<file path="config.mk">
export PLATFORM = sky130hd
export DESIGN_NAME = score_sweeper
export DESIGN_NICKNAME = d
export VERILOG_FILES = /design/src/logic/attn_pkg.sv /design/src/logic/score_sweeper.sv
export VERILOG_INCLUDE_DIRS = /design/src /design/src/logic
export SDC_FILE = /design/constraint.sdc
export NUM_CORES = 1
export LEC_CHECK = 0
export BUFFER_PORTS_ARGS = -buffer_cell sky130_fd_sc_hd__buf_2
export CAP_MARGIN = 20
export CORE_AREA = 5 5 42 44
export DETAILED_ROUTE_END_ITERATION = 12
export DIE_AREA = 0 0 47 49
export PLACE_DENSITY_LB_ADDON = 0.12
export SLEW_MARGIN = 30
export SYNTH_ARGS = -nofsm -noshare
export SYNTH_HDL_FRONTEND = slang
export SYNTH_SLANG_ARGS = --single-unit
</file>
<file path="constraint.sdc">
create_clock -name clk -period 1.4 [get_ports clk]
set_clock_uncertainty 0.1 [all_clocks]
set_input_delay 0.14 -clock clk [delete_from_list [all_inputs] [get_ports clk]]
set_output_delay 0.14 -clock clk [all_outputs]
set_load 0.02 [all_outputs]
</file>
<file path="src/logic/attn_defines.svh">
`ifndef ATTN_DEFINES_SVH
`define ATTN_DEFINES_SVH

// Lanes per key row. The adder tree is built for exactly 16.
`define ATTN_LANES 16

// Width of one signed Q8.8 element.
`define ATTN_DATA_W 16

// Fraction bits of the Q8.8 format.
`define ATTN_FRAC 8

// Number of key rows held in the key memory.
`define ATTN_ROWS 32

// Width of a row index, log2 of ATTN_ROWS.
`define ATTN_ROW_W 5

`endif

</file>
<file path="src/logic/attn_pkg.sv">
`include "attn_defines.svh"

package attn_pkg;

	// One signed Q8.8 element.
	typedef logic signed [`ATTN_DATA_W-1:0] fix_t;

	// Lane 0 sits in the low bits. Used for the query, a key row and a set of lane products.
	typedef fix_t [`ATTN_LANES-1:0] key_row_t;

	typedef logic [`ATTN_ROW_W-1:0] row_idx_t;

	typedef enum logic {
		SWEEP_IDLE,
		SWEEP_RUN
	} sweep_state_e;

endpackage

</file>
<file path="src/logic/score_sweeper.sv">
`timescale 1ns/1ns
`include "attn_defines.svh"

module score_sweeper (
	input  logic               clk,
	input  logic               reset,
	input  logic               sweep_start,
	output logic               rd_req,
	output attn_pkg::row_idx_t rd_addr,
	input  logic               rd_gnt,
	output logic               sweep_busy,
	output logic               tag_valid,
	output attn_pkg::row_idx_t tag_row,
	output logic               tag_last
);
	import attn_pkg::*;

	sweep_state_e state;
	row_idx_t     row_cnt;
	logic         last_row;

	assign last_row   = (row_cnt == row_idx_t'(`ATTN_ROWS - 1));
	assign rd_req     = (state == SWEEP_RUN);
	assign rd_addr    = row_cnt;
	assign sweep_busy = (state == SWEEP_RUN);

	always_ff @(posedge clk) begin
		if (!reset) begin
			state   <= SWEEP_IDLE;
			row_cnt <= '0;
		end else begin
			case (state)
				SWEEP_IDLE: begin
					if (sweep_start) begin
						state   <= SWEEP_RUN;
						row_cnt <= '0;
					end
				end
				SWEEP_RUN: begin
					// A stalled cycle leaves the row where it is.
					if (rd_gnt) begin
						row_cnt <= row_cnt + 1'b1;
						if (last_row) begin
							state <= SWEEP_IDLE;
						end
					end
				end
				default: state <= SWEEP_IDLE;
			endcase
		end
	end

	// The tag trails the grant by one cycle, in step with the memory read data.
	always_ff @(posedge clk) begin
		if (!reset) begin
			tag_valid <= 1'b0;
			tag_last  <= 1'b0;
		end else begin
			tag_valid <= rd_gnt;
			tag_last  <= rd_gnt && last_row;
		end
	end

	always_ff @(posedge clk) begin
		tag_row <= rd_addr;
	end

endmodule

</file>
# Word-level counts from Yosys, hierarchy flattened
# Cells that the tools add are included.
# totals
ff_bits	13
inputBits	4
out_inout_bits	14
word_cells	19
# classes
addsub	1
n_eq_ne	3
n_mux	7
n_bitwise	1
n_reduce_logical	2
# op_table
cell	n
2-to-1 mux 5 bit	2
case mux 5 bit (2 select lines)	1
adder 5 x 1 -> 5 bit (second input constant)	1
== test 5 bit (second input constant)	1
!= test 2 bit (second input constant)	2
2-to-1 mux 1 bit	3
case mux 1 bit (2 select lines)	1
AND reduction 2 bit	1
logical AND 1 bit	1
NOT 1 bit	1

# Depth between registers and ports, before layout
# logic_depth
ltp_word	4
ltp_mapped	5
mapped_depth_nobuf	5

# Worst setup path after synthesis
# No wires, ideal clock.
# synth_timing
path_type	register to register
start	reg row_cnt[0], in the netlist rd_addr[0]
end	reg row_cnt[4], in the netlist rd_addr[4]
setup_time_ps	118
t_arrival_ps	1298
required_time_ps	1182
setup_slack_ps	-116
path_stages_with_launch	6
n_path_buf	0
synth_period_minus_slack_ps	1516
cell_sequence	dfxtp_1 ha_1 and3_1 ha_1 a32oi_1 nor2b_1
# synth_between
elab_chain_len	3
# synth_lines
item	line_no	source
start: declaration	score_sweeper.sv:19	row_idx_t row_cnt;
start signal: assignment	score_sweeper.sv:42	row_cnt <= row_cnt + 1'b1;
adder 5 x 1 -> 5 bit	score_sweeper.sv:42	
2-to-1 mux 5 bit	score_sweeper.sv:41	if (rd_gnt) begin
case mux 5 bit (2 select lines)	score_sweeper.sv:32	case (state)
# No other way between the ends. The select of a mux whose other input is x is not followed.
# A chain may end at the register's enable or synchronous reset.

# Worst setup path in the final report
# Same ends and word-level chain as after synthesis.

==> results.rst <==
.. list-table::
   :header-rows: 1

   * - Metric
     - Value
   * - Wire length of the first global-routing pass
     - 1630 um
   * - Leading cell type in the layout, fill and taps excluded
     - sky130_fd_sc_hd__buf_2
   * - Die span in x
     - 47 um
   * - Post-CTS Setup Repair Bufs
     - 0
   * - Total placed cells including tap cells
     - 78
   * - Place WS
     - -0.000731 ns
   * - Proportion of netlist area held by the largest area contributor
     - 0.543
   * - Setup repair after global routing missed its margin
     - true
   * - Filler-free cell count of the finished design
     - 82
   * - Total I/O pin count
     - 18
   * - Starting utilization of the core area
     - 0.342
   * - Post-layout nets
     - 73
   * - ANT cells
     - 0
   * - Worst endpoint required time
     - 1.47 ns
   * - Latest clock arrival within the worst-skew pair
     - 0.27 ns
   * - Mean routed wirelength per cell
     - 12.8 um
   * - Min Clock Period, post-route
     - 1.36 ns
   * - Count of final max-slew check failures
     - 0
   * - Peak ir drop on the vdd network
     - 0.573 mV
   * - Total length of routed wires
     - 1050 um
   * - Clock tree from TritonCTS
     - yes
   * - Cells after synthesis
     - 43
   * - Kind of end point of the critical path
     - flip-flop
   * - Count of H-tree levels built during CTS
     - 1
   * - Run status
     - completed
   * - Synthesized netlist net count
     - 49
   * - Total overflow reported by the global router
     - 0
   * - Minimum setup slack in the final design
     - 0.0435 ns
   * - Crit path kind
     - flip-flop to flip-flop
   * - Signed area change from the synthesized netlist to the final layout
     - 38.4%
   * - Average vias per placed instance
     - 4.80
   * - Part of the Yosys area used for sequential elements
     - 0.543
   * - Number of synthesis warnings
     - 0
   * - Final period util
     - 0.969
   * - HP Class
     - input pin to flip-flop
   * - Number of global-route vias before repair
     - 348
   * - Vias
     - 394
   * - Crit path launch type
     - flip-flop
   * - Antenna violations before repair
     - 0
   * - Cell area reported after detailed placement
     - 619 sq um
   * - Post-synthesis average cell area
     - 11.1 sq um
   * - Area contributors post-synth
     - sky130_fd_sc_hd__dfxtp_1 (54%), sky130_fd_sc_hd__ha_1 (5.2%), sky130_fd_sc_hd__a32oi_1 (3.7%)
   * - Slew HR
     - 0.794
   * - Post-CTS Hold Buffers
     - 0
   * - DR DRC count
     - 0
   * - Non-Filler Cell Area, Final
     - 663 sq um
   * - Total standard cell area after synthesis
     - 479 sq um
   * - Fraction of final layout cells with drive strength greater than 1
     - 0.530
   * - Clock buffer count from CTS
     - 3
   * - First-pass DRT Iterations
     - 4
   * - Antenna-violating nets left
     - 0
   * - Total power after layout
     - 678 uW
   * - Total power per unit cell area
     - 1020 mW/mm^2
   * - Root buffer cell
     - sky130_fd_sc_hd__clkbuf_4
   * - DIE HEIGHT
     - 49 um
   * - Largest net degree at the start of global routing
     - 11
   * - Number of max-cap violations
     - 0
   * - Final Hold Violating Endpoints
     - 0
   * - # rows
     - 14
   * - Leakage dissipation
     - 0.297 nW
   * - Register bit count reported by yosys
     - 13
   * - Register clock-pin slew on the reported worst setup and hold paths
     - 0.08 ns
   * - Critical path arrival
     - 1.43 ns
   * - Endpoints failing setup
     - 0
   * - Clock sink count
     - 13
   * - GR Util All Layers
     - 0.0995
   * - Critical path fanouts, max
     - 3
   * - Count of routing violations after the opening detailed-route iteration
     - 7
   * - Commonest cells after routing, fill and taps aside
     - sky130_fd_sc_hd__buf_2 (17), sky130_fd_sc_hd__dfxtp_1 (11), sky130_fd_sc_hd__buf_4 (6), sky130_fd_sc_hd__clkbuf_4 (3)
   * - Number of buffers on the longest clock path
     - 2
   * - Number of distinct library cells after synthesis
     - 23
   * - Worst Max-Slew Pin Slew
     - 0.301 ns
   * - Routability-driven placement congestion ratio
     - 0.687
   * - Cell type contributing the most total cell area after synthesis
     - sky130_fd_sc_hd__dfxtp_1
   * - PortBufs
     - 17
   * - Core Footprint
     - 0.00140 sq mm
   * - Achievable clock frequency
     - 737 MHz
   * - Die ar.
     - 0.00230 sq mm
state kept, by name, summed over array words and instances (netlist names):
register	count
rd_addr	5
tag_row	5
rd_req	1
tag_last	1
tag_valid	1
cells in the mapped netlist:
| library cell | n |
|---|---|
| sky130_fd_sc_hd__o21ai_1 | 1 |
| sky130_fd_sc_hd__a21boi_2 | 1 |
| sky130_fd_sc_hd__o21ai_0 | 1 |
| sky130_fd_sc_hd__buf_6 | 1 |
| sky130_fd_sc_hd__and2_2 | 1 |
| sky130_fd_sc_hd__mux2i_1 | 1 |
| sky130_fd_sc_hd__a21oi_1 | 1 |
| sky130_fd_sc_hd__dfxtp_1 | 13 |
| sky130_fd_sc_hd__clkbuf_1 | 1 |
| sky130_fd_sc_hd__nand2_1 | 2 |
| sky130_fd_sc_hd__ha_1 | 2 |
| sky130_fd_sc_hd__nand4_1 | 2 |
| sky130_fd_sc_hd__and3_1 | 1 |
| sky130_fd_sc_hd__o211ai_1 | 1 |
| sky130_fd_sc_hd__nand3_1 | 1 |
| sky130_fd_sc_hd__buf_4 | 2 |
| sky130_fd_sc_hd__nor2b_1 | 2 |
| sky130_fd_sc_hd__a31oi_1 | 2 |
| sky130_fd_sc_hd__and3_2 | 1 |
| sky130_fd_sc_hd__a32oi_1 | 2 |
| sky130_fd_sc_hd__nand3b_1 | 2 |
| sky130_fd_sc_hd__nor2_1 | 1 |
| sky130_fd_sc_hd__nor3b_2 | 1 |
through the flow:
| stage | setup TNS (ns) | utilization | hold WS (ns) |
|---|---|---|---|
| 2_1_floorplan | 0 | - | 0.226 |
| 3_5_place_dp | -0.000731 | 0.442 | 0.280 |
| 4_1_cts | 0 | 0.464 | 0.0823 |
| 3_3_place_gp | 0 | 0.442 | 0.280 |
| 5_1_grt | -0.000593 | 0.473 | 0.0945 |
| 6_report | 0 | 0.473 | 0.0871 |
path summary, 6_finish.rpt:
kind | startpoint | depth (start not counted) | to | slack [ns]
worst max register to register | rd_addr[0]$_SDFFE_PN0P_ | 5 | rd_addr[4]$_SDFFE_PN0P_ | 0.04
worst min register to register | rd_addr[4]$_SDFFE_PN0P_ | 0 | tag_row[4]$_DFF_P_ | 0.33
worst min-delay path | reset | 2 | rd_addr[1]$_SDFFE_PN0P_ | 0.09
worst max-delay path | rd_addr[0]$_SDFFE_PN0P_ | 5 | rd_addr[4]$_SDFFE_PN0P_ | 0.04
cell families after synthesis:
kind of cell	after synthesis	synth area share
compound gates	9	0.133
fa+ha+maj	2	0.0522
simple gates	14	0.188
buf+inv	4	0.0626
mux	1	0.0209
flops	13	0.543
cell type report:
class                      count  area (sq um)
fill                         139           738
clock buffer                   4          26.3
multi-input combinational     26           219
sequential                    13           268
timing repair buffer          23           130
tap                           16          20.0
power by group:
part           switching, mW  total (mW)  internal (mW)
Sequential           0.00467       0.379          0.374
Clock                  0.123       0.234          0.110
Combinational         0.0392      0.0656         0.0263
Total                  0.167       0.678          0.511
per-layer routing:
layer / share of wire / vias up / wire (um) / global-route usage
met5: 0 / - / 0 / 0
met4: 0.0076 / 0 / 8 / 0.0276
met3: 0.073 / 2 / 77 / 0.0443
met2: 0.47 / 13 / 493 / 0.143
met1: 0.45 / 178 / 469 / 0.133
li1: - / 201 / - / -
worst max-delay path: stages, from the launching register on:
cell and delay [ns]:
sky130_fd_sc_hd__dfxtp_4 0.36, sky130_fd_sc_hd__ha_4 0.16, sky130_fd_sc_hd__and3_4 0.18, sky130_fd_sc_hd__ha_4 0.20
sky130_fd_sc_hd__a32oi_1 0.19, sky130_fd_sc_hd__nor2b_1 0.06
what timing repair did:
item                                    4_1_cts  5_1_grt
pin swaps                                     1        2
endpoints found under the setup margin        1        1
hold endpoints to repair                      0        0
gates resized for setup                       1        1
No activity file was read; power rests on OpenSTA's default activity.
