$ cat src/logic/attn_defines.svh
`ifndef ATTN_DEFINES_SVH
`define ATTN_DEFINES_SVH

// Lanes per key row. The adder tree is built for exactly 16.
`define ATTN_LANES 16

// Width of one signed Q8.8 element.
`define ATTN_DATA_W 16

// Fraction bits of the Q8.8 format.
`define ATTN_FRAC 8

// Number of key rows held in the key memory.
`define ATTN_ROWS 32

// Width of a row index, log2 of ATTN_ROWS.
`define ATTN_ROW_W 5

`endif

$ cat src/logic/attn_pkg.sv
`include "attn_defines.svh"

package attn_pkg;

	// One signed Q8.8 element.
	typedef logic signed [`ATTN_DATA_W-1:0] fix_t;

	// Lane 0 sits in the low bits. Used for the query, a key row and a set of lane products.
	typedef fix_t [`ATTN_LANES-1:0] key_row_t;

	typedef logic [`ATTN_ROW_W-1:0] row_idx_t;

	typedef enum logic {
		SWEEP_IDLE,
		SWEEP_RUN
	} sweep_state_e;

endpackage

$ cat src/logic/lane_prod_if.sv
`timescale 1ns/1ns

interface lane_prod_if;
	import attn_pkg::*;

	logic     valid;
	row_idx_t row;
	logic     last; // Marks the final row of a sweep.
	key_row_t prod;

	modport src (
		output valid,
		output row,
		output last,
		output prod
	);

	modport dst (
		input valid,
		input row,
		input last,
		input prod
	);

endinterface

$ cat src/logic/adder_tree.sv
`timescale 1ns/1ns
`include "attn_defines.svh"

module adder_tree (
	input  logic               clk,
	input  logic               reset,
	lane_prod_if.dst           prod_in,
	output logic               score_valid,
	output attn_pkg::row_idx_t score_row,
	output attn_pkg::fix_t     score_data,
	output logic               sweep_done
);
	import attn_pkg::*;

	fix_t     lvl1 [`ATTN_LANES/2];
	fix_t     lvl2 [`ATTN_LANES/4];
	fix_t     mid_q [`ATTN_LANES/4];
	fix_t     lvl3 [`ATTN_LANES/8];
	fix_t     lvl4;
	logic     mid_valid;
	logic     mid_last;
	row_idx_t mid_row;

	// All sums are 16 bits wide and wrap on overflow.
	for (genvar i = 0; i < `ATTN_LANES/2; i++) begin : g_lvl1
		assign lvl1[i] = prod_in.prod[2*i] + prod_in.prod[2*i+1];
	end

	for (genvar i = 0; i < `ATTN_LANES/4; i++) begin : g_lvl2
		assign lvl2[i] = lvl1[2*i] + lvl1[2*i+1];
	end

	// Mid-tree register splits the four levels into two stages.
	always_ff @(posedge clk) begin
		mid_q   <= lvl2;
		mid_row <= prod_in.row;
	end

	always_ff @(posedge clk) begin
		if (!reset) begin
			mid_valid <= 1'b0;
			mid_last  <= 1'b0;
		end else begin
			mid_valid <= prod_in.valid;
			mid_last  <= prod_in.last;
		end
	end

	for (genvar i = 0; i < `ATTN_LANES/8; i++) begin : g_lvl3
		assign lvl3[i] = mid_q[2*i] + mid_q[2*i+1];
	end

	assign lvl4 = lvl3[0] + lvl3[1];

	always_ff @(posedge clk) begin
		score_data <= lvl4;
		score_row  <= mid_row;
	end

	always_ff @(posedge clk) begin
		if (!reset) begin
			score_valid <= 1'b0;
			sweep_done  <= 1'b0;
		end else begin
			score_valid <= mid_valid;
			sweep_done  <= mid_valid && mid_last; // Pulses with the score of the final row.
		end
	end

endmodule

$ cat src/flat_wrapper.sv
// flat-port wrapper written by rule: the top's interface ports become plain ports
module adder_tree_flat import attn_pkg::*;
  (clk, reset, score_valid, score_row, score_data, sweep_done, prod_in_valid, prod_in_row, prod_in_last, prod_in_prod);
  lane_prod_if prod_in_i ();
  input  logic clk;
  input  logic reset;
  output logic score_valid;
  output attn_pkg::row_idx_t score_row;
  output attn_pkg::fix_t score_data;
  output logic sweep_done;
  input wire logic [$bits(prod_in_i.valid)-1:0] prod_in_valid;
  input wire logic [$bits(prod_in_i.row)-1:0] prod_in_row;
  input wire logic [$bits(prod_in_i.last)-1:0] prod_in_last;
  input wire logic [$bits(prod_in_i.prod)-1:0] prod_in_prod;
  assign prod_in_i.valid = prod_in_valid;
  assign prod_in_i.row = prod_in_row;
  assign prod_in_i.last = prod_in_last;
  assign prod_in_i.prod = prod_in_prod;
  adder_tree u_core (.clk(clk), .reset(reset), .prod_in(prod_in_i), .score_valid(score_valid), .score_row(score_row), .score_data(score_data), .sweep_done(sweep_done));
endmodule
$ cat config.mk
export PLATFORM = sky130hd
export DESIGN_NAME = adder_tree_flat
export DESIGN_NICKNAME = d
export VERILOG_FILES = /design/src/logic/attn_pkg.sv /design/src/logic/lane_prod_if.sv /design/src/logic/adder_tree.sv /design/src/flat_wrapper.sv
export VERILOG_INCLUDE_DIRS = /design/src /design/src/logic
export SDC_FILE = /design/constraint.sdc
export NUM_CORES = 1
export LEC_CHECK = 0
export BUFFER_PORTS_ARGS = -buffer_cell sky130_fd_sc_hd__buf_4
export CAP_MARGIN = 20
export CORE_MARGIN = 2
export CORE_UTILIZATION = 40
export CTS_BUF_LIST = sky130_fd_sc_hd__clkbuf_2 sky130_fd_sc_hd__clkbuf_4 sky130_fd_sc_hd__clkbuf_8
export DETAILED_ROUTE_END_ITERATION = 10
export PLACE_DENSITY = 0.61
export SLEW_MARGIN = 10
export SYNTH_ARGS = -nofsm -noshare
export SYNTH_HDL_FRONTEND = slang
export SYNTH_SLANG_ARGS = --single-unit
$ cat constraint.sdc
create_clock -name clk -period 4.3 [get_ports clk]
set_clock_uncertainty 0.05 [all_clocks]
set_input_delay 0.86 -clock clk [delete_from_list [all_inputs] [get_ports clk]]
set_output_delay 0.86 -clock clk [all_outputs]
set_load 0.02 [all_outputs]
### Word-level counts from Yosys, hierarchy flattened

Index checks and enable logic that the tools add are counted.

| word-level totals | value |
|---|---|
| bits in registers | 94 |
| input bits | 265 |
| output and inout port bits | 23 |
| logic and storage cells | 27 |

| operators by class | value |
|---|---|
| add/sub/neg operators | 15 |
| reduce and logical (&&, ||, !) cells | 1 |

Operators by type and width:

| kind | count |
|---|---|
| adder 16 bit | 15 |
| logical AND 1 bit | 1 |

### Longest topological paths before layout

| depth | value |
|---|---|
| depth in word-level cells | 2 |
| mapped depth | 11 |
| mapped depth without buffers | 11 |

### Least setup slack after synthesis

OpenSTA, ideal clock, no wires.

| timing | value |
|---|---|
| path kind | input to register |
| from | input prod_in_prod[129] |
| to | register u_core.mid_q[31] (netlist name) |
| arrival | 3.504 ns |
| data required time | 4.129 ns |
| slack | 0.625 ns |
| stages | 9 |
| buffers on the path | 0 |
| cells stage by stage | fa_1 -> fa_1 -> ha_1 -> fa_1 -> a211oi_1 -> o211ai_1 -> a2111oi_0 -> o21ai_0 -> xnor2_1 |

RTL lines:

| item | line | RTL |
|---|---|---|
| start: declaration | flat_wrapper.sv:14 | `input wire logic [$bits(prod_in_i.prod)-1:0] prod_in_prod;` |
| end signal: assignment | adder_tree.sv:35 | `mid_q <= lvl2;` |
| end: declaration | adder_tree.sv:17 | `` fix_t mid_q [`ATTN_LANES/4]; `` |

==> impl_metrics.env <==
export IMPL_cts_htree_levels=3
export IMPL_yosysTopAreaCellShare_pct=30.36
export IMPL_core_sq_um=24320
export IMPL_drt_initial_drc_count=270
export IMPL_ys_seq_area_share_pct=19.03
export IMPL_die_area_sq_um=26000
export IMPL_numCtsBuffers=9
export IMPL_drc_errors=0
export IMPL_wl_per_cell_um=11.90
export IMPL_met2_length_um=10590
export IMPL_clk_latency_ps=380
export IMPL_grt_pass1_vias=7868
export IMPL_start_util_pct=40.67
export IMPL_via_count=7859
export IMPL_antenna_found_initial=0
export IMPL_syn_to_final_growth_pct=27.68
export IMPL_syn_nets=1601
export IMPL_numPlacedInstances=1720
export IMPL_grt_overflow=0
export IMPL_final_nets=1897
export IMPL_die_h_um=161.2
export IMPL_syn_avg_cell_area_sq_um=8.903
export IMPL_ios=288
export IMPL_ys_flop_type="dfxtp_1"
export IMPL_place_gp_congestion=0.8548
export IMPL_status="finished, final reports clean"
export IMPL_track_usage_pct=16.46
export IMPL_cts_tree="yes"
export IMPL_drv_cap=0
export IMPL_synth_common_cells="inv_1, fa_1, dfxtp_1, ha_1, xnor2_1"
export IMPL_syn_area_sq_um=9891
export IMPL_port_buffers=287
export IMPL_async_reset_ff_share_pct=0
export IMPL_drive_above_1_share_pct=22.03
export IMPL_synth_edff_count=0
export IMPL_cts_resized=0
export IMPL_hpwlAfterDp_um=18520
export IMPL_final_hold_viol_count=0
export IMPL_grt_max_degree=17
export IMPL_tns_ps=0
export IMPL_fin_crit_ps=3840
export IMPL_clkSinkCount=94
export IMPL_hold_buffers=0
export IMPL_postCtsSetupBuffers=0
export IMPL_arrival_ps=4050
export IMPL_wl_met3_um=1192
export IMPL_criticalPathCategory="input pin to flop"
export IMPL_synth_warnings=0
export IMPL_ys_seq_elements=94
export IMPL_clkTransAtPathRegs_ps=90
export IMPL_synth_distinct_cells=59
export IMPL_routed_top_layer="met4"
export IMPL_crit_path_max_fanout=3
export IMPL_max_vdd_ir_drop_uv=749.7
export IMPL_relSlewSlack_pct=63.39
export IMPL_synth_top_area_cell="fa_1"
export IMPL_worst_pin_slew_ps=543.4
export IMPL_rsz0062_at_grt="no"
export IMPL_postRouteAntennaNets=0
export IMPL_viasPerCell=4.527
export IMPL_cts_root_buf="clkbuf_8"
export IMPL_synthCells=1111
export IMPL_p_per_area_nw_per_um2=792.3
export IMPL_min_path_type="flop to flop"
export IMPL_rows=57
export IMPL_maxClockFrequency_mhz=260.4
export IMPL_nFillCells=2349
export IMPL_finalSetupViolations=0
export IMPL_cp_start_kind="input pin"
export IMPL_period_share_pct=89.31
export IMPL_grt_pass1_wl_um=34890
export IMPL_cts_buffer_depth=2
export IMPL_routed_wl_um=20670
export IMPL_report_final_slew_viol_count=0
export IMPL_first_pass_iters=5
export IMPL_wl_met1_um=8708
export IMPL_synth_area_leaders="fa_1, dfxtp_1, inv_1, ha_1, xnor2_1"
export IMPL_antenna_cells=0
export IMPL_critical_path_endpoint_type="flop"
export IMPL_stdcell_count=1736
export IMPL_yosysMostFrequentCell="inv_1"
export IMPL_power_leakage_nw=7.010
export IMPL_cp_required_ps=4510
export IMPL_fp_dieW_um=161.2
==> metrics by stage <==
| step | setup WS (ps) | hold slack (ps) | power (mW) | utilization [%] | instance area, sq um |
|---|---|---|---|---|---|
| 2_1_floorplan | 625.5 | 259.6 | 7.678 | - | 9891 |
| 3_3_place_gp | 255.0 | 260.2 | 9.325 | 51.20 | 12450 |
| 3_5_place_dp | 145.5 | 263.8 | 9.450 | 51.20 | 12450 |
| 4_1_cts | 516.1 | 287.1 | 10.05 | 51.93 | 12630 |
| 5_1_grt | 300.5 | 295.5 | 11.21 | 51.93 | 12630 |
| 6_report | 459.8 | 283.8 | 10.01 | 51.93 | 12630 |
==> sequential cells by signal, indices dropped and copies added, names as in the netlist <==
register            flops
u_core.score_data      16
u_core.score_row        5
u_core.mid_last         1
u_core.mid_valid        1
u_core.sweep_done       1
u_core.mid_row          5
u_core.score_valid      1
u_core.mid_q           64
==> power by group <==
part / internal [mW] / leakage [nW] / switching [mW]
sequential: 1.40 / 0.792 / 0.131
combinational: 3.56 / 6.13 / 4.37
clock: 0.221 / 0.0867 / 0.322
==> placed cells by master (no fill, tap or decap), types with 3 or more instances in the layout <==
cell	count
inv_1	415
buf_4	289
fa_1	150
dfxtp_1	94
ha_1	75
xnor2_1	62
a21oi_1	42
o21ai_0	38
nor2_1	37
a21o_1	19
nand2_1	19
a211oi_1	16
xor2_1	16
o21a_1	10
clkbuf_8	9
o211ai_1	8
nor3_1	7
nand3_1	6
o21bai_1	6
and2_1	5
a31oi_1	5
a21boi_0	4
nor2b_1	4
or3_1	4
and3_1	4
a211o_1	4
nor4_1	4
o31ai_1	4
a311oi_1	4
a2111oi_0	3
o2bb2ai_1	3
o311ai_0	3
nand3b_1	3
==> layer usage <==
| layer | global-route usage, % | vias to the layer above |
|---|---|---|
| met1 | 20.85 | 3702 |
| li1 | - | 3934 |
| met3 | 3.672 | 12 |
| met5 | 0 | - |
| met2 | 29.48 | 211 |
| met4 | 2.273 | 0 |
==> layout make-up <==
cell class / instances / area [sq um] / area share, %
clock buffer: 10 / 131.4 / 1.040
clock inverter: 6 / 46.29 / 0.3666
inverter: 415 / 1558 / 12.34
multi-input combinational: 598 / 6436 / 50.97
sequential: 94 / 1882 / 14.90
tap: 324 / 405.4 / 3.210
timing repair buffer: 289 / 2170 / 17.18
==> kinds of logic after synthesis <==
logic type | synth area share (%)
muxes | 0.2150
AOI/OAI and AO/OA | 13.14
and+or+nand+nor | 4.959
buffers and inverters | 15.90
adders and majority gates | 39.85
DFF | 19.03
xor gates and xnor gates | 6.907
==> worst max-delay path: stages <==
cell and delay [ps]:
buf_4 120, fa_1 560, fa_1 430, ha_1 230
fa_1 480, a211oi_1 360, o211ai_1 240, a2111oi_0 430
o21ai_0 190, xnor2_1 150
==> worst paths after layout <==
kind | end | from | depth (start not counted) | slack [ps]
hold / removal | u_core.score_row[2] | u_core.mid_row[2] | 0 | 280
setup / recovery | u_core.mid_q[31] | prod_in_prod[129] | 10 | 460
hold reg to reg | u_core.score_row[2] | u_core.mid_row[2] | 0 | 280
setup reg to reg | u_core.score_data[15] | u_core.mid_q[1] | 9 | 850
(Power assumes the default switching activity.)
