==> src/logic/attn_defines.svh <==
`ifndef ATTN_DEFINES_SVH
`define ATTN_DEFINES_SVH

// Lanes per key row. The adder tree is built for exactly 16.
`define ATTN_LANES 16

// Width of one signed Q8.8 element.
`define ATTN_DATA_W 16

// Fraction bits of the Q8.8 format.
`define ATTN_FRAC 8

// Number of key rows held in the key memory.
`define ATTN_ROWS 32

// Width of a row index, log2 of ATTN_ROWS.
`define ATTN_ROW_W 5

`endif

==> src/logic/attn_pkg.sv <==
`include "attn_defines.svh"

package attn_pkg;

	// One signed Q8.8 element.
	typedef logic signed [`ATTN_DATA_W-1:0] fix_t;

	// Lane 0 sits in the low bits. Used for the query, a key row and a set of lane products.
	typedef fix_t [`ATTN_LANES-1:0] key_row_t;

	typedef logic [`ATTN_ROW_W-1:0] row_idx_t;

	typedef enum logic {
		SWEEP_IDLE,
		SWEEP_RUN
	} sweep_state_e;

endpackage

==> src/logic/mem_port_if.sv <==
`timescale 1ns/1ns

interface mem_port_if;
	import attn_pkg::*;

	logic     en;
	logic     we;
	row_idx_t addr;
	key_row_t wdata;
	key_row_t rdata; // Row of the last read access.

	modport ctrl (
		output en,
		output we,
		output addr,
		output wdata,
		input  rdata
	);

	modport mem (
		input  en,
		input  we,
		input  addr,
		input  wdata,
		output rdata
	);

endinterface

==> src/logic/key_mem_arbiter.sv <==
`timescale 1ns/1ns

module key_mem_arbiter (
	input  logic               clk,
	input  logic               reset,
	input  logic               k_wr,
	input  attn_pkg::row_idx_t k_addr,
	input  attn_pkg::key_row_t k_data,
	input  logic               rd_req,
	input  attn_pkg::row_idx_t rd_addr,
	output logic               rd_gnt,
	output attn_pkg::key_row_t rd_data,
	mem_port_if.ctrl           mem
);
	import attn_pkg::*;

	logic rd_gnt_q;

	// Host writes have no back-pressure, so they always take the port.
	assign rd_gnt = rd_req && !k_wr;

	assign mem.en    = k_wr || rd_req;
	assign mem.we    = k_wr;
	assign mem.addr  = k_wr ? k_addr : rd_addr;
	assign mem.wdata = k_data;

	// Remembers whether the memory output holds a fresh row this cycle.
	always_ff @(posedge clk) begin
		if (!reset) begin
			rd_gnt_q <= 1'b0;
		end else begin
			rd_gnt_q <= rd_gnt;
		end
	end

	// Idle cycles feed zeros so the multipliers do not toggle on stale rows.
	assign rd_data = rd_gnt_q ? mem.rdata : '0;

endmodule

==> src/flat_wrapper.sv <==
// flat-port wrapper written by rule: the top's interface ports become plain ports
module key_mem_arbiter_flat import attn_pkg::*;
  (clk, reset, k_wr, k_addr, k_data, rd_req, rd_addr, rd_gnt, rd_data, mem_en, mem_we, mem_addr, mem_wdata, mem_rdata);
  mem_port_if mem_i ();
  input  logic clk;
  input  logic reset;
  input  logic k_wr;
  input  attn_pkg::row_idx_t k_addr;
  input  attn_pkg::key_row_t k_data;
  input  logic rd_req;
  input  attn_pkg::row_idx_t rd_addr;
  output logic rd_gnt;
  output attn_pkg::key_row_t rd_data;
  output wire logic [$bits(mem_i.en)-1:0] mem_en;
  output wire logic [$bits(mem_i.we)-1:0] mem_we;
  output wire logic [$bits(mem_i.addr)-1:0] mem_addr;
  output wire logic [$bits(mem_i.wdata)-1:0] mem_wdata;
  input wire logic [$bits(mem_i.rdata)-1:0] mem_rdata;
  assign mem_en = mem_i.en;
  assign mem_we = mem_i.we;
  assign mem_addr = mem_i.addr;
  assign mem_wdata = mem_i.wdata;
  assign mem_i.rdata = mem_rdata;
  key_mem_arbiter u_core (.clk(clk), .reset(reset), .k_wr(k_wr), .k_addr(k_addr), .k_data(k_data), .rd_req(rd_req), .rd_addr(rd_addr), .rd_gnt(rd_gnt), .rd_data(rd_data), .mem(mem_i));
endmodule
==> config.mk <==
export PLATFORM = sky130hd
export DESIGN_NAME = key_mem_arbiter_flat
export DESIGN_NICKNAME = d
export VERILOG_FILES = /design/src/logic/attn_pkg.sv /design/src/logic/mem_port_if.sv /design/src/logic/key_mem_arbiter.sv /design/src/flat_wrapper.sv
export VERILOG_INCLUDE_DIRS = /design/src /design/src/logic
export SDC_FILE = /design/constraint.sdc
export NUM_CORES = 1
export LEC_CHECK = 0
export ABC_AREA = 1
export BUFFER_PORTS_ARGS = -buffer_cell sky130_fd_sc_hd__buf_2
export CAP_MARGIN = 30
export CELL_PAD_IN_SITES_DETAIL_PLACEMENT = 0
export CELL_PAD_IN_SITES_GLOBAL_PLACEMENT = 1
export CORE_AREA = 2 2 402 404
export CTS_CLUSTER_DIAMETER = 100
export DETAILED_ROUTE_END_ITERATION = 8
export DIE_AREA = 0 0 404 406
export HOLD_SLACK_MARGIN = 0.08
export PLACE_DENSITY = 0.35
export SLEW_MARGIN = 10
export SYNTH_ARGS = -nofsm -noshare
export SYNTH_HDL_FRONTEND = slang
export SYNTH_SLANG_ARGS = --single-unit
==> constraint.sdc <==
create_clock -name clk -period 1 [get_ports clk]
set_input_delay 0.1 -clock clk [delete_from_list [all_inputs] [get_ports clk]]
set_output_delay 0.1 -clock clk [all_outputs]
set_load 0.005 [all_outputs]
* Yosys cells after proc, flatten, opt, wreduce, memory -nomap -nowiden *
Cells that the tools add are included.

storage, ports and cells
  register bits = 1
  input bits = 526

operators by class
  reduce and logical (&&, ||, !) cells = 3
  muxes and demuxes = 2

operators with widths
  cell                number
  256-bit 2-to-1 mux  1
  5-bit 2-to-1 mux    1
  1-bit logical AND   1
  1-bit logical NOT   1
  1-bit logical OR    1

* Depth between registers and ports, before layout *
Gate-level depths: netlist (run 1).

  depth after elaboration = 2
  depth in mapped cells = 4
  mapped depth without buffers = 3

* Worst setup path after synthesis (run 1) *
OpenSTA, ideal clock, no wires.

  kind = register to output
  start = reg u_core.rd_gnt_q
  end = out rd_data[100] in the netlist's numbering
  stages on the path, launching flop included = 5
  path slack = 0.128 ns
  data arrival time = 0.772 ns
  data required time = 0.900 ns
  cells stage by stage = dfxtp_1 -> buf_4 -> buf_6 -> nand2_1 -> inv_1

RTL lines
  item                    RTL line               RTL
  from (decl)             key_mem_arbiter.sv:17  logic rd_gnt_q;
  from (signal assigned)  key_mem_arbiter.sv:32  rd_gnt_q <= rd_gnt;
  to (decl)               flat_wrapper.sv:13     output attn_pkg::key_row_t rd_data;

==> run summary, run 1 <==
The cell area that synthesis handed to floorplanning was ~0.0042 mm². The area of the die came out at about 0.16 mm². The number of nets produced by synthesis is approximately 1,300. The number of buffer and inverter stages on the critical path is 5.

Among all flip-flop cells after synthesis, the most frequent one is dfxtp_1. The number of iterations in the first detailed-routing pass came out at 5. Dividing total power by cell area gives a power density of between 200 and 300 mW/mm². By instance count, the cell type seen most on the critical path is buf_6. The compound-cell area share of the yosys netlist is 0. The count of cells in the finished layout, fillers not included, comes to between 3,000 and 4,000.

The actual slew at the worst max-slew pin came out at 0.258 ns. The top-area cell type share of the netlist area is 0.462. The net switching power figure came out at 1.29 mW.

The proportion of synthesized area in mux cells is 0. The top register by number of flip-flops is u_core.rd_gnt_q. The fill cell instance count of the final layout is about 19,000. The last weighted congestion value of the routability-driven placer came out at 0.806.

From synthesis to final layout, the design area changed by 124%. In the post-synthesis netlist, the cell with the most instances is nand2_1. The largest area contributor in the netlist is buf_4. Setup repair after global routing could not meet its margin everywhere.

In the final design database the tool counted about 1,600 nets. The share of the Yosys chip area taken by registers is 0.00474. Of the total power, registers draw 0.019. The clock-pin slew reported for the worst setup and hold paths after clock tree synthesis came out at 0 ns. The share of synthesized cell area in and, or, nand and nor gates is 0.244. For this run, the slowest stage of the critical path takes slightly below 0.4 ns. The synthesized-area fraction occupied by adder cells came out at 0. The count of antenna-violating nets left after detailed routing came out at 0.

The time the worst path needs with I/O delays and setup is approximately 1.2 ns. The worst path arrival time came out at about 1.1 ns. The core footprint came out at ~0.16 mm². The via count of the first global-routing pass came out at approximately 5,800. The final reports fail on setup timing.

The overall fraction of global-route tracks in use came out at 0.110. The commonest cells after synthesis are nand2_1 (272), buf_4 (260), inv_1 (259). The critical path goes through buf_6 -> buf_16 -> buf_12 -> nand2_2 -> inv_2 -> buf_6. After legalization and detailed placement, the total HPWL measured approximately 90,000 µm.

Headroom to the max-slew limit came out at 0.828. The kind of cell with the highest combined delay along the critical path is buffers and inverters. The fraction of final layout cells with drive strength greater than 1 came out at 0.680. In this run the static leakage power is a little over 6 nW.

The number of flops mapped to enable cells by yosys came out at 0. The final critical-path setup slack is -0.209 ns. The part of the cycle the worst path needs came out at 1.21. The synthesis warning total came out at 0. Synthesis produced 819 cells. Entering global routing, the biggest net connects 33 pins. The average via count per standard cell is between 1.5 and 2.

The required time of the critical path is 0.90 ns. The final hold violation count came out at 0. The die outline width is a little over 400 µm. Buffers placed on the I/O ports in this run total 533.

The wire length of the first global-routing pass is around 110,000 µm. The routed wirelength normalized by instance count came out at around 30 µm. The share of total power dissipated in combinational logic is 0.981. The largest registers in the layout are u_core.rd_gnt_q x1.

The type of the most critical hold path is primary input to output port. For this design, the slowest cell found on the critical path is dfxtp_4. The maximum net fanout on the critical path came out at 8. Row generation in the floorplan step produced ~150 rows. The fraction of power consumed by the clock network is 0. The final count of pins violating max slew came out at 0.

The switching fraction of total power came out at 0.535. Counting flops and latches in the post-synthesis netlist gives 1. The initial core utilization is 0.0265. VDD sags by at most 55.3 µV. The average size of a mapped cell is around 5.2 µm².

Across the run, the number of max-cap violations was 0. The accumulated negative setup slack came out at -31.88 ns. The count of unresolved DRC violations after routing is 0. Summed over all layers, the routed wires come to 96,900 µm. The first routing iteration left ~290 violations.

The count of cell types in the netlist came out at 8. The number of hold buffers added after CTS was 0. The proportion of synthesized flip-flops having asynchronous set or reset is 0. Cell internal power was estimated by the tool at between 1 and 1.5 mW. The die height is around 400 µm.

The boundary pin count is between 1,000 and 1,500. For this run, the top clock speed supported by timing is between 0.8 and 0.9 GHz. The worst setup path is of the flip-flop to output port kind. After global routing the overflow that remains totals 0. The startpoint kind of the worst setup timing path is a flip-flop. The number of flip-flops in the largest register is 1. Of the total synthesized cell area, the portion taken by XOR and XNOR cells is 0.

The final route contains 6,433 vias. The worst setup path is captured at an output port. By area, the combinational part of the netlist is dominated by buffers and inverters. The count of final setup violators came out at between 200 and 300.

In the post-synthesis netlist, the biggest area contributors are buf_4 (46%), nand2_1 (24%), inv_1 (23%). The placed cell count came out at about 3,200. The number of antenna violations at the first check in global routing is ~140. The flow ran to the end, but the final reports show violations.
## layout make-up
| cell class | count | area, µm² | share of cell area |
|---|---|---|---|
| Antenna cell | 26 | 65.1 | 0.00686 |
| Inverter | 259 | 995 | 0.105 |
| Multi-Input combinational cell | 274 | 1640 | 0.173 |
| Sequential cell | 1 | 23.8 | 0.00251 |
| Tap cell | 2086 | 2610 | 0.275 |
| Timing Repair Buffer | 582 | 4150 | 0.437 |
## placed cells by master, fill, tap and decap left out, types with 3 or more instances in the layout
cell | netlist | final
buf_2 | 5 | 429
nand2_2 | 0 | 15
inv_4 | 0 | 7
inv_2 | 0 | 80
clkbuf_16 | 0 | 3
buf_16 | 0 | 11
inv_1 | 259 | 171
nand2_4 | 0 | 68
buf_6 | 20 | 95
diode_2 | 0 | 26
buf_12 | 0 | 17
buf_4 | 260 | 25
nand2_1 | 272 | 185
nand2_8 | 0 | 4
## logic make-up (layout without fill, tap and decap cells)
logic type / Yosys count / in the layout
other: 0 / 26
buffers and inverters: 544 / 841
DFF: 1 / 1
and+or+nand+nor: 274 / 274
## path summary, 6_finish.rpt
path,startpoint,end,slack [ns],depth (start not counted)
worst min-delay path,k_data[79],mem_wdata[79],0.20,0
worst max-delay path,u_core.rd_gnt_q$_SDFF_PN0_,rd_data[238],-0.21,6
## power by group through the flow
stage          combinational, mW  clock [mW]  sequential [mW]
2_1_floorplan               1.25           0           0.0435
4_1_cts                     2.26           0           0.0464
3_5_place_dp                1.83           0           0.0446
3_3_place_gp                1.86           0           0.0446
5_1_grt                     2.53  0.00000135           0.0467
6_report                    2.36  0.00000352           0.0463
## metrics by stage
| stage | power (mW) | hold WS (ns) | worst slack, ns | utilization | instance area (µm²) |
|---|---|---|---|---|---|
| after floorplan | 1.30 | 0.212 | 0.128 | - | 4230 |
| after global placement | 1.90 | 0.200 | -0.436 | 0.0474 | 7570 |
| after detailed placement | 1.88 | 0.200 | -0.429 | 0.0474 | 7570 |
| after CTS | 2.30 | 0.200 | -0.213 | 0.0546 | 8710 |
| after global routing | 2.58 | 0.200 | -0.261 | 0.0591 | 9440 |
| final | 2.41 | 0.200 | -0.209 | 0.0594 | 9480 |
## layer usage
layer	GRT usage	part of all wire	vias up	routed length (µm)
met5	0.00297	0.011	-	1050
met4	0.0137	0.018	144	1770
met3	0.137	0.26	214	25200
met2	0.177	0.45	773	43700
met1	0.0855	0.26	2741	25100
li1	-	-	2561	-
## timing repair
action / 4_1_cts / 5_1_grt
setup buffers: 13 / 5
gates resized for setup: 261 / 174
pin swaps: 3 / 10
gates cloned: 9 / 3
endpoints found under the setup margin: 256 / 257
Note: power is estimated with default switching activity, not from simulation.
==> run 2, diff against run 1 <==
--- a/config.mk
+++ b/config.mk
@@ -7,7 +7,7 @@
 export NUM_CORES = 1
 export LEC_CHECK = 0
 export ABC_AREA = 1
-export BUFFER_PORTS_ARGS = -buffer_cell sky130_fd_sc_hd__buf_2
+export BUFFER_PORTS_ARGS = -buffer_cell sky130_fd_sc_hd__buf_4
 export CAP_MARGIN = 30
 export CELL_PAD_IN_SITES_DETAIL_PLACEMENT = 0
 export CELL_PAD_IN_SITES_GLOBAL_PLACEMENT = 1
==> run summary, run 2 (synthesized netlist as in run 1, its figures left out) <==
The final HPWL from detailed placement came out at 90,900 µm. The critical path's largest stage delay is about 0.37 ns. Once layout is complete, the utilization of the core stands at 0.0602. For this design the ratio of total power to cell area is 253 mW/mm².

Setup repair after global routing could not meet its margin everywhere. The time the worst path needs with I/O delays and setup is ~1.2 ns. The global-route met2 utilization is 0.171.

At the placement stage, the worst setup path has a slack of -0.221 ns. The boundary pin count came out at between 1,000 and 1,500. The final layout net count came out at roughly 1,600.

The sum of routed wire length over all layers came out at 95,400 µm. The final critical-path setup slack is -0.153 ns. The final reports fail on setup timing. The count of final setup violators came out at 256. The via count of the first global-routing pass is about 5,700.

Headroom to the max-slew limit came out at 0.832. The number of violations of the max-capacitance limit is 0. The wire length of the first global-routing pass is 106,000 µm. The top cell types in the final layout, fill and taps aside, are buf_4 (461), nand2_1 (244), inv_1 (203). The number of antenna violations at the first check in global routing is 90.

The routed wirelength normalized by instance count came out at around 30 µm. The fraction of final layout cells with drive strength greater than 1 came out at 0.592. The actual slew at the worst max-slew pin came out at between 0.2 and 0.3 ns. The layer flagged by global routing as most heavily used is met2.

Counting flops per register, the top entry is u_core.rd_gnt_q. The growth of design area from synthesis to finish is 127%. Of all nets on the critical path, the largest fanout is 19. The worst path arrival time came out at 1.05 ns. The number of iterations in the first detailed-routing pass came out at 4.

The port buffer count is 533. The design area came out at 0.00961 mm². After clock tree synthesis, the flow added hold-fix buffers numbering 0. In this run the worst setup path begins at u_core.rd_gnt_q$_SDFF_PN0_.

The count of unresolved DRC violations after routing came out at 0. The overall fraction of global-route tracks in use is 0.109. The final count of pins violating max slew came out at 0.

Entering global routing, the biggest net connects 26 pins. For met1 alone, demand over resource in global routing was 0.0887. Walking the worst path, the cells encountered are buf_12 -> buf_16 -> nand2_1 -> inv_1 -> buf_4.

The first-iteration detailed-routing DRC count is ~340. The die height is 406 µm. The maximum clock frequency came out at 0.867 GHz. The final hold violation count came to 0. The fill cell instance count of the final layout is ~19,000. The type of the most critical hold path is primary input to output port. The slowest stage cell on the critical path is dfxtp_4. The core footprint came out at 0.160 mm². STA classifies the critical path startpoint as a flip-flop. The via count is 6,072. The flow ran to the end, but the final reports show violations. VDD sags by at most approximately 91 µV. The count of antenna-violating nets left after detailed routing came out at 0.

The clock-pin slew reported for the worst setup and hold paths after clock tree synthesis came out at around 0.010 ns. The routing usage on met3 is 0.131. The area of the die came out at about 0.16 mm². Dividing the final minimum period by the clock period gives 1.15. The last weighted congestion value of the routability-driven placer came out at 0.802. Leaving out fill and tap cells, the most frequent cell in the layout is buf_4. The leakage power is around 5.7 nW. The class of the most critical setup path is flip-flop to output port. In the final layout, the registers with the most flip-flops are u_core.rd_gnt_q x1. The startpoint identified for the worst hold timing path is k_data[79].

The number of flip-flops in the largest register came out at 1. After detailed placement, the total cell area comes to just under 0.009 mm². The floorplan step set the die width to 404 µm. At the worst endpoint, the required time is 0.90 ns. The number of cell rows is between 100 and 150.

The initial core utilization is 0.0265. Using the TritonRoute via totals, the vias-per-cell ratio works out to about 1.9. The total global routing overflow came out at 0.

STA classifies the critical path endpoint as an output port.
## run 2: changes by cell type in the layout (fill, tap and decap cells not counted), moves of 7 or more
| cell | delta |
|---|---|
| buf_4 | +436 |
| buf_2 | -429 |
| nand2_1 | +59 |
| nand2_4 | -58 |
| inv_1 | +32 |
| inv_2 | -24 |
| buf_6 | -13 |
| buf_16 | -10 |
| diode_2 | -8 |
| inv_4 | -7 |
## run 2: per-layer routing
layer | part of all wire | wire (µm)
met5 | 0.0086 | 817
met4 | 0.020 | 1900
met3 | 0.23 | 22100
met2 | 0.44 | 42300
met1 | 0.30 | 28400
## run 2: stage by stage
step / TNS [ns] / cells / power [mW] / hold WS, ns
2_1_floorplan: 0 / 819 / 1.30 / 0.212
3_3_place_gp: -26.94 / 3174 / 2.30 / 0.200
3_5_place_dp: -26.75 / 3174 / 2.29 / 0.200
4_1_cts: -25.49 / 3184 / 2.46 / 0.200
5_1_grt: -30.19 / 3187 / 2.60 / 0.200
6_report: -19.24 / 3203 / 2.43 / 0.200
## run 2: what timing repair did
item,4_1_cts,5_1_grt
cloned,2,1
setup buffers,8,3
resized for setup,107,98
pin swaps,0,1
setup endpoints to repair,242,256
## run 2: report_power, final
| group | switching (mW) | internal (mW) | leakage (nW) |
|---|---|---|---|
| combinational | 1.07 | 1.31 | 5.72 |
| sequential | 0.00355 | 0.0408 | 0.00891 |
| clock | 0 | 0.00000245 | 0.000114 |
## run 2: final timing paths
kind / endpoint / depth (start not counted)
setup / recovery: rd_data[145] / 5
hold / removal: mem_wdata[79] / 0
## run 2: worst max-delay path, delay by kind of cell, from the launching register on
family / cells / cell delay (ns)
buffers and inverters: 4 / 0.55
AND/OR/NAND/NOR: 1 / 0.10
flip-flops: 1 / 0.37
## run 2: area by class of cell
cell class,instances,area [µm²],area share
Antenna cell,18,45.0,0.00469
Timing Repair Buffer,565,4810,0.500
Sequential cell,1,23.8,0.00247
Inverter,259,972,0.101
Tap cell,2086,2610,0.272
Multi-Input combinational cell,274,1150,0.120
==> run 3, diff against run 2 <==
==> constraint.sdc (replaced) <==
create_clock -name clk -period 1.4 [get_ports clk]
set_input_delay 0.14 -clock clk [delete_from_list [all_inputs] [get_ports clk]]
set_output_delay 0.14 -clock clk [all_outputs]
set_load 0.005 [all_outputs]
==> run summary, run 3 (synthesized netlist as in run 1, its figures left out) <==
The most common library cell in the layout ignoring fill and taps is buf_4. The detailed router finished its first iteration with 274 violations. The number of gates resized after CTS was 0. The count of antenna-violating nets left after detailed routing is 0. u_core.rd_gnt_q holds more flip-flops than any other register. The maximum clock frequency came out at ~0.78 GHz. In this run the vertical extent of the chip is roughly 410 µm. Routability-driven placement finished with a final weighted congestion of between 0.7 and 0.8. Of the available clock period, the critical path in the final layout requires 0.919. In the final layout, the registers with the most flip-flops are u_core.rd_gnt_q x1. The placed cell count is 3,170.

The number of flip-flops in the largest register is 1. The maximum net fanout on the critical path came out at 27. Setup repair after global routing left no endpoint under its margin. The number of antenna violations at the first check in global routing came out at roughly 100.

The initial utilization of the core area, before any placement, comes to 0.0265. The worst path in the final design needs a cycle of approximately 1.3 ns, including I/O delays and setup. After floorplanning, the core was sized to cover 0.160 mm². Detailed routing inserted a total of roughly 6,000 vias. After clock tree synthesis, the clock-pin slew on the worst setup and hold paths is 0 ns. The post-CTS setup buffer count is 0. The non-filler instance count after layout is between 3,000 and 4,000. For the pin with the worst max-slew slack, the measured transition is ~0.42 ns. The relative slew slack is 0.718. The sum of routed wire length over all layers came out at 94,500 µm.

The first detailed-routing pass took 4 iterations. The most critical setup path has its startpoint at u_core.rd_gnt_q$_SDFF_PN0_. The accumulated negative setup slack came out at 0 ns. The final HPWL from detailed placement is between 90,000 and 100,000 µm.

The worst path arrival time is about 1.2 ns. The worst hold path startpoint is k_data[105]. After detailed routing, the number of remaining DRC violations is 0. Entering global routing, the biggest net connects 37 pins. The growth of design area from synthesis to finish came out at 111%.

The number of violations of the max-capacitance limit is 0. For this run, the post-layout net count is between 1,500 and 2,000. The die covers around 0.16 mm². The routed wirelength normalized by instance count is slightly below 30 µm. Power comes to 1.61 mW. The final count of pins violating max slew came to 0. The worst setup path is launched from a flip-flop.

The cell area power density is between 150 and 200 mW/mm². The path class of the tightest hold or removal check is primary input to output port. The final hold violation count came to 0.

The overall fraction of global-route tracks in use came out at 0.108. The leakage power came out at 5.58 nW. The wire length of the first global-routing pass is roughly 100,000 µm. The boundary pin count came out at 1,046. Setup violations remaining at the end of the flow were counted as 0. The via count of the first global-routing pass was 5,592. Input and output buffers added on the ports amount to ~530.

In the layout the commonest cells are buf_4 (543), nand2_1 (272), inv_1 (259). By startpoint and endpoint, the worst setup path is classified as flip-flop to output port. After detailed routing, the number of vias per cell comes to 1.88.

The worst setup path is captured at an output port. The fraction of final layout cells with drive strength greater than 1 came out at 0.509. The number of cell rows came out at 147. The run finished with clean final reports. The die outline width is 404 µm. The required time of the critical path is roughly 1.3 ns. IR analysis of the VDD net gives a maximum drop of a little under 60 µV. The number of hold buffers added after cts is 0. The total overflow left after global routing is 0.
## run 3: stage by stage
| stage | utilization | hold WS (ns) | instance area [µm²] | setup WS [ns] |
|---|---|---|---|---|
| 2_1_floorplan | - | 0.252 | 4230 | 0.488 |
| 3_3_place_gp | 0.0555 | 0.280 | 8850 | 0.0657 |
| 3_5_place_dp | 0.0555 | 0.280 | 8850 | 0.0781 |
| 4_1_cts | 0.0555 | 0.280 | 8850 | 0.0781 |
| 5_1_grt | 0.0555 | 0.280 | 8870 | 0.0535 |
| 6_report | 0.0558 | 0.280 | 8920 | 0.113 |
## run 3: critical path, stage by stage (launching register included)
cell	delay, ns
dfxtp_4	0.36
buf_4	0.38
nand2_1	0.15
inv_1	0.11
buf_4	0.11
## run 3: area by class of cell
type | count | area [µm²]
Inverter | 259 | 972
Antenna cell | 25 | 62.6
Fill cell | 19100 | 151000
Sequential cell | 1 | 23.8
Tap cell | 2086 | 2610
Multi-Input combinational cell | 274 | 1030
Timing Repair Buffer | 550 | 4220
## run 3: final timing paths
kind                             end  slack [ns]  depth (start not counted)
worst max-delay path    rd_data[231]        0.11                          4
worst min-delay path  mem_wdata[105]        0.28                          0
## run 3: metal layers
metal	routed length, µm	vias to the layer above	track usage
li1	-	2486	-
met1	26800	2514	0.0872
met2	41900	689	0.169
met3	23100	180	0.131
met4	1760	132	0.0147
met5	913	-	0.00387
## run 3: report_power, final
part	switching, mW	total, mW	internal (mW)
Combinational	0.754	1.58	0.829
Clock	0	0.00000425	0.00000425
Sequential	0.00225	0.0314	0.0292
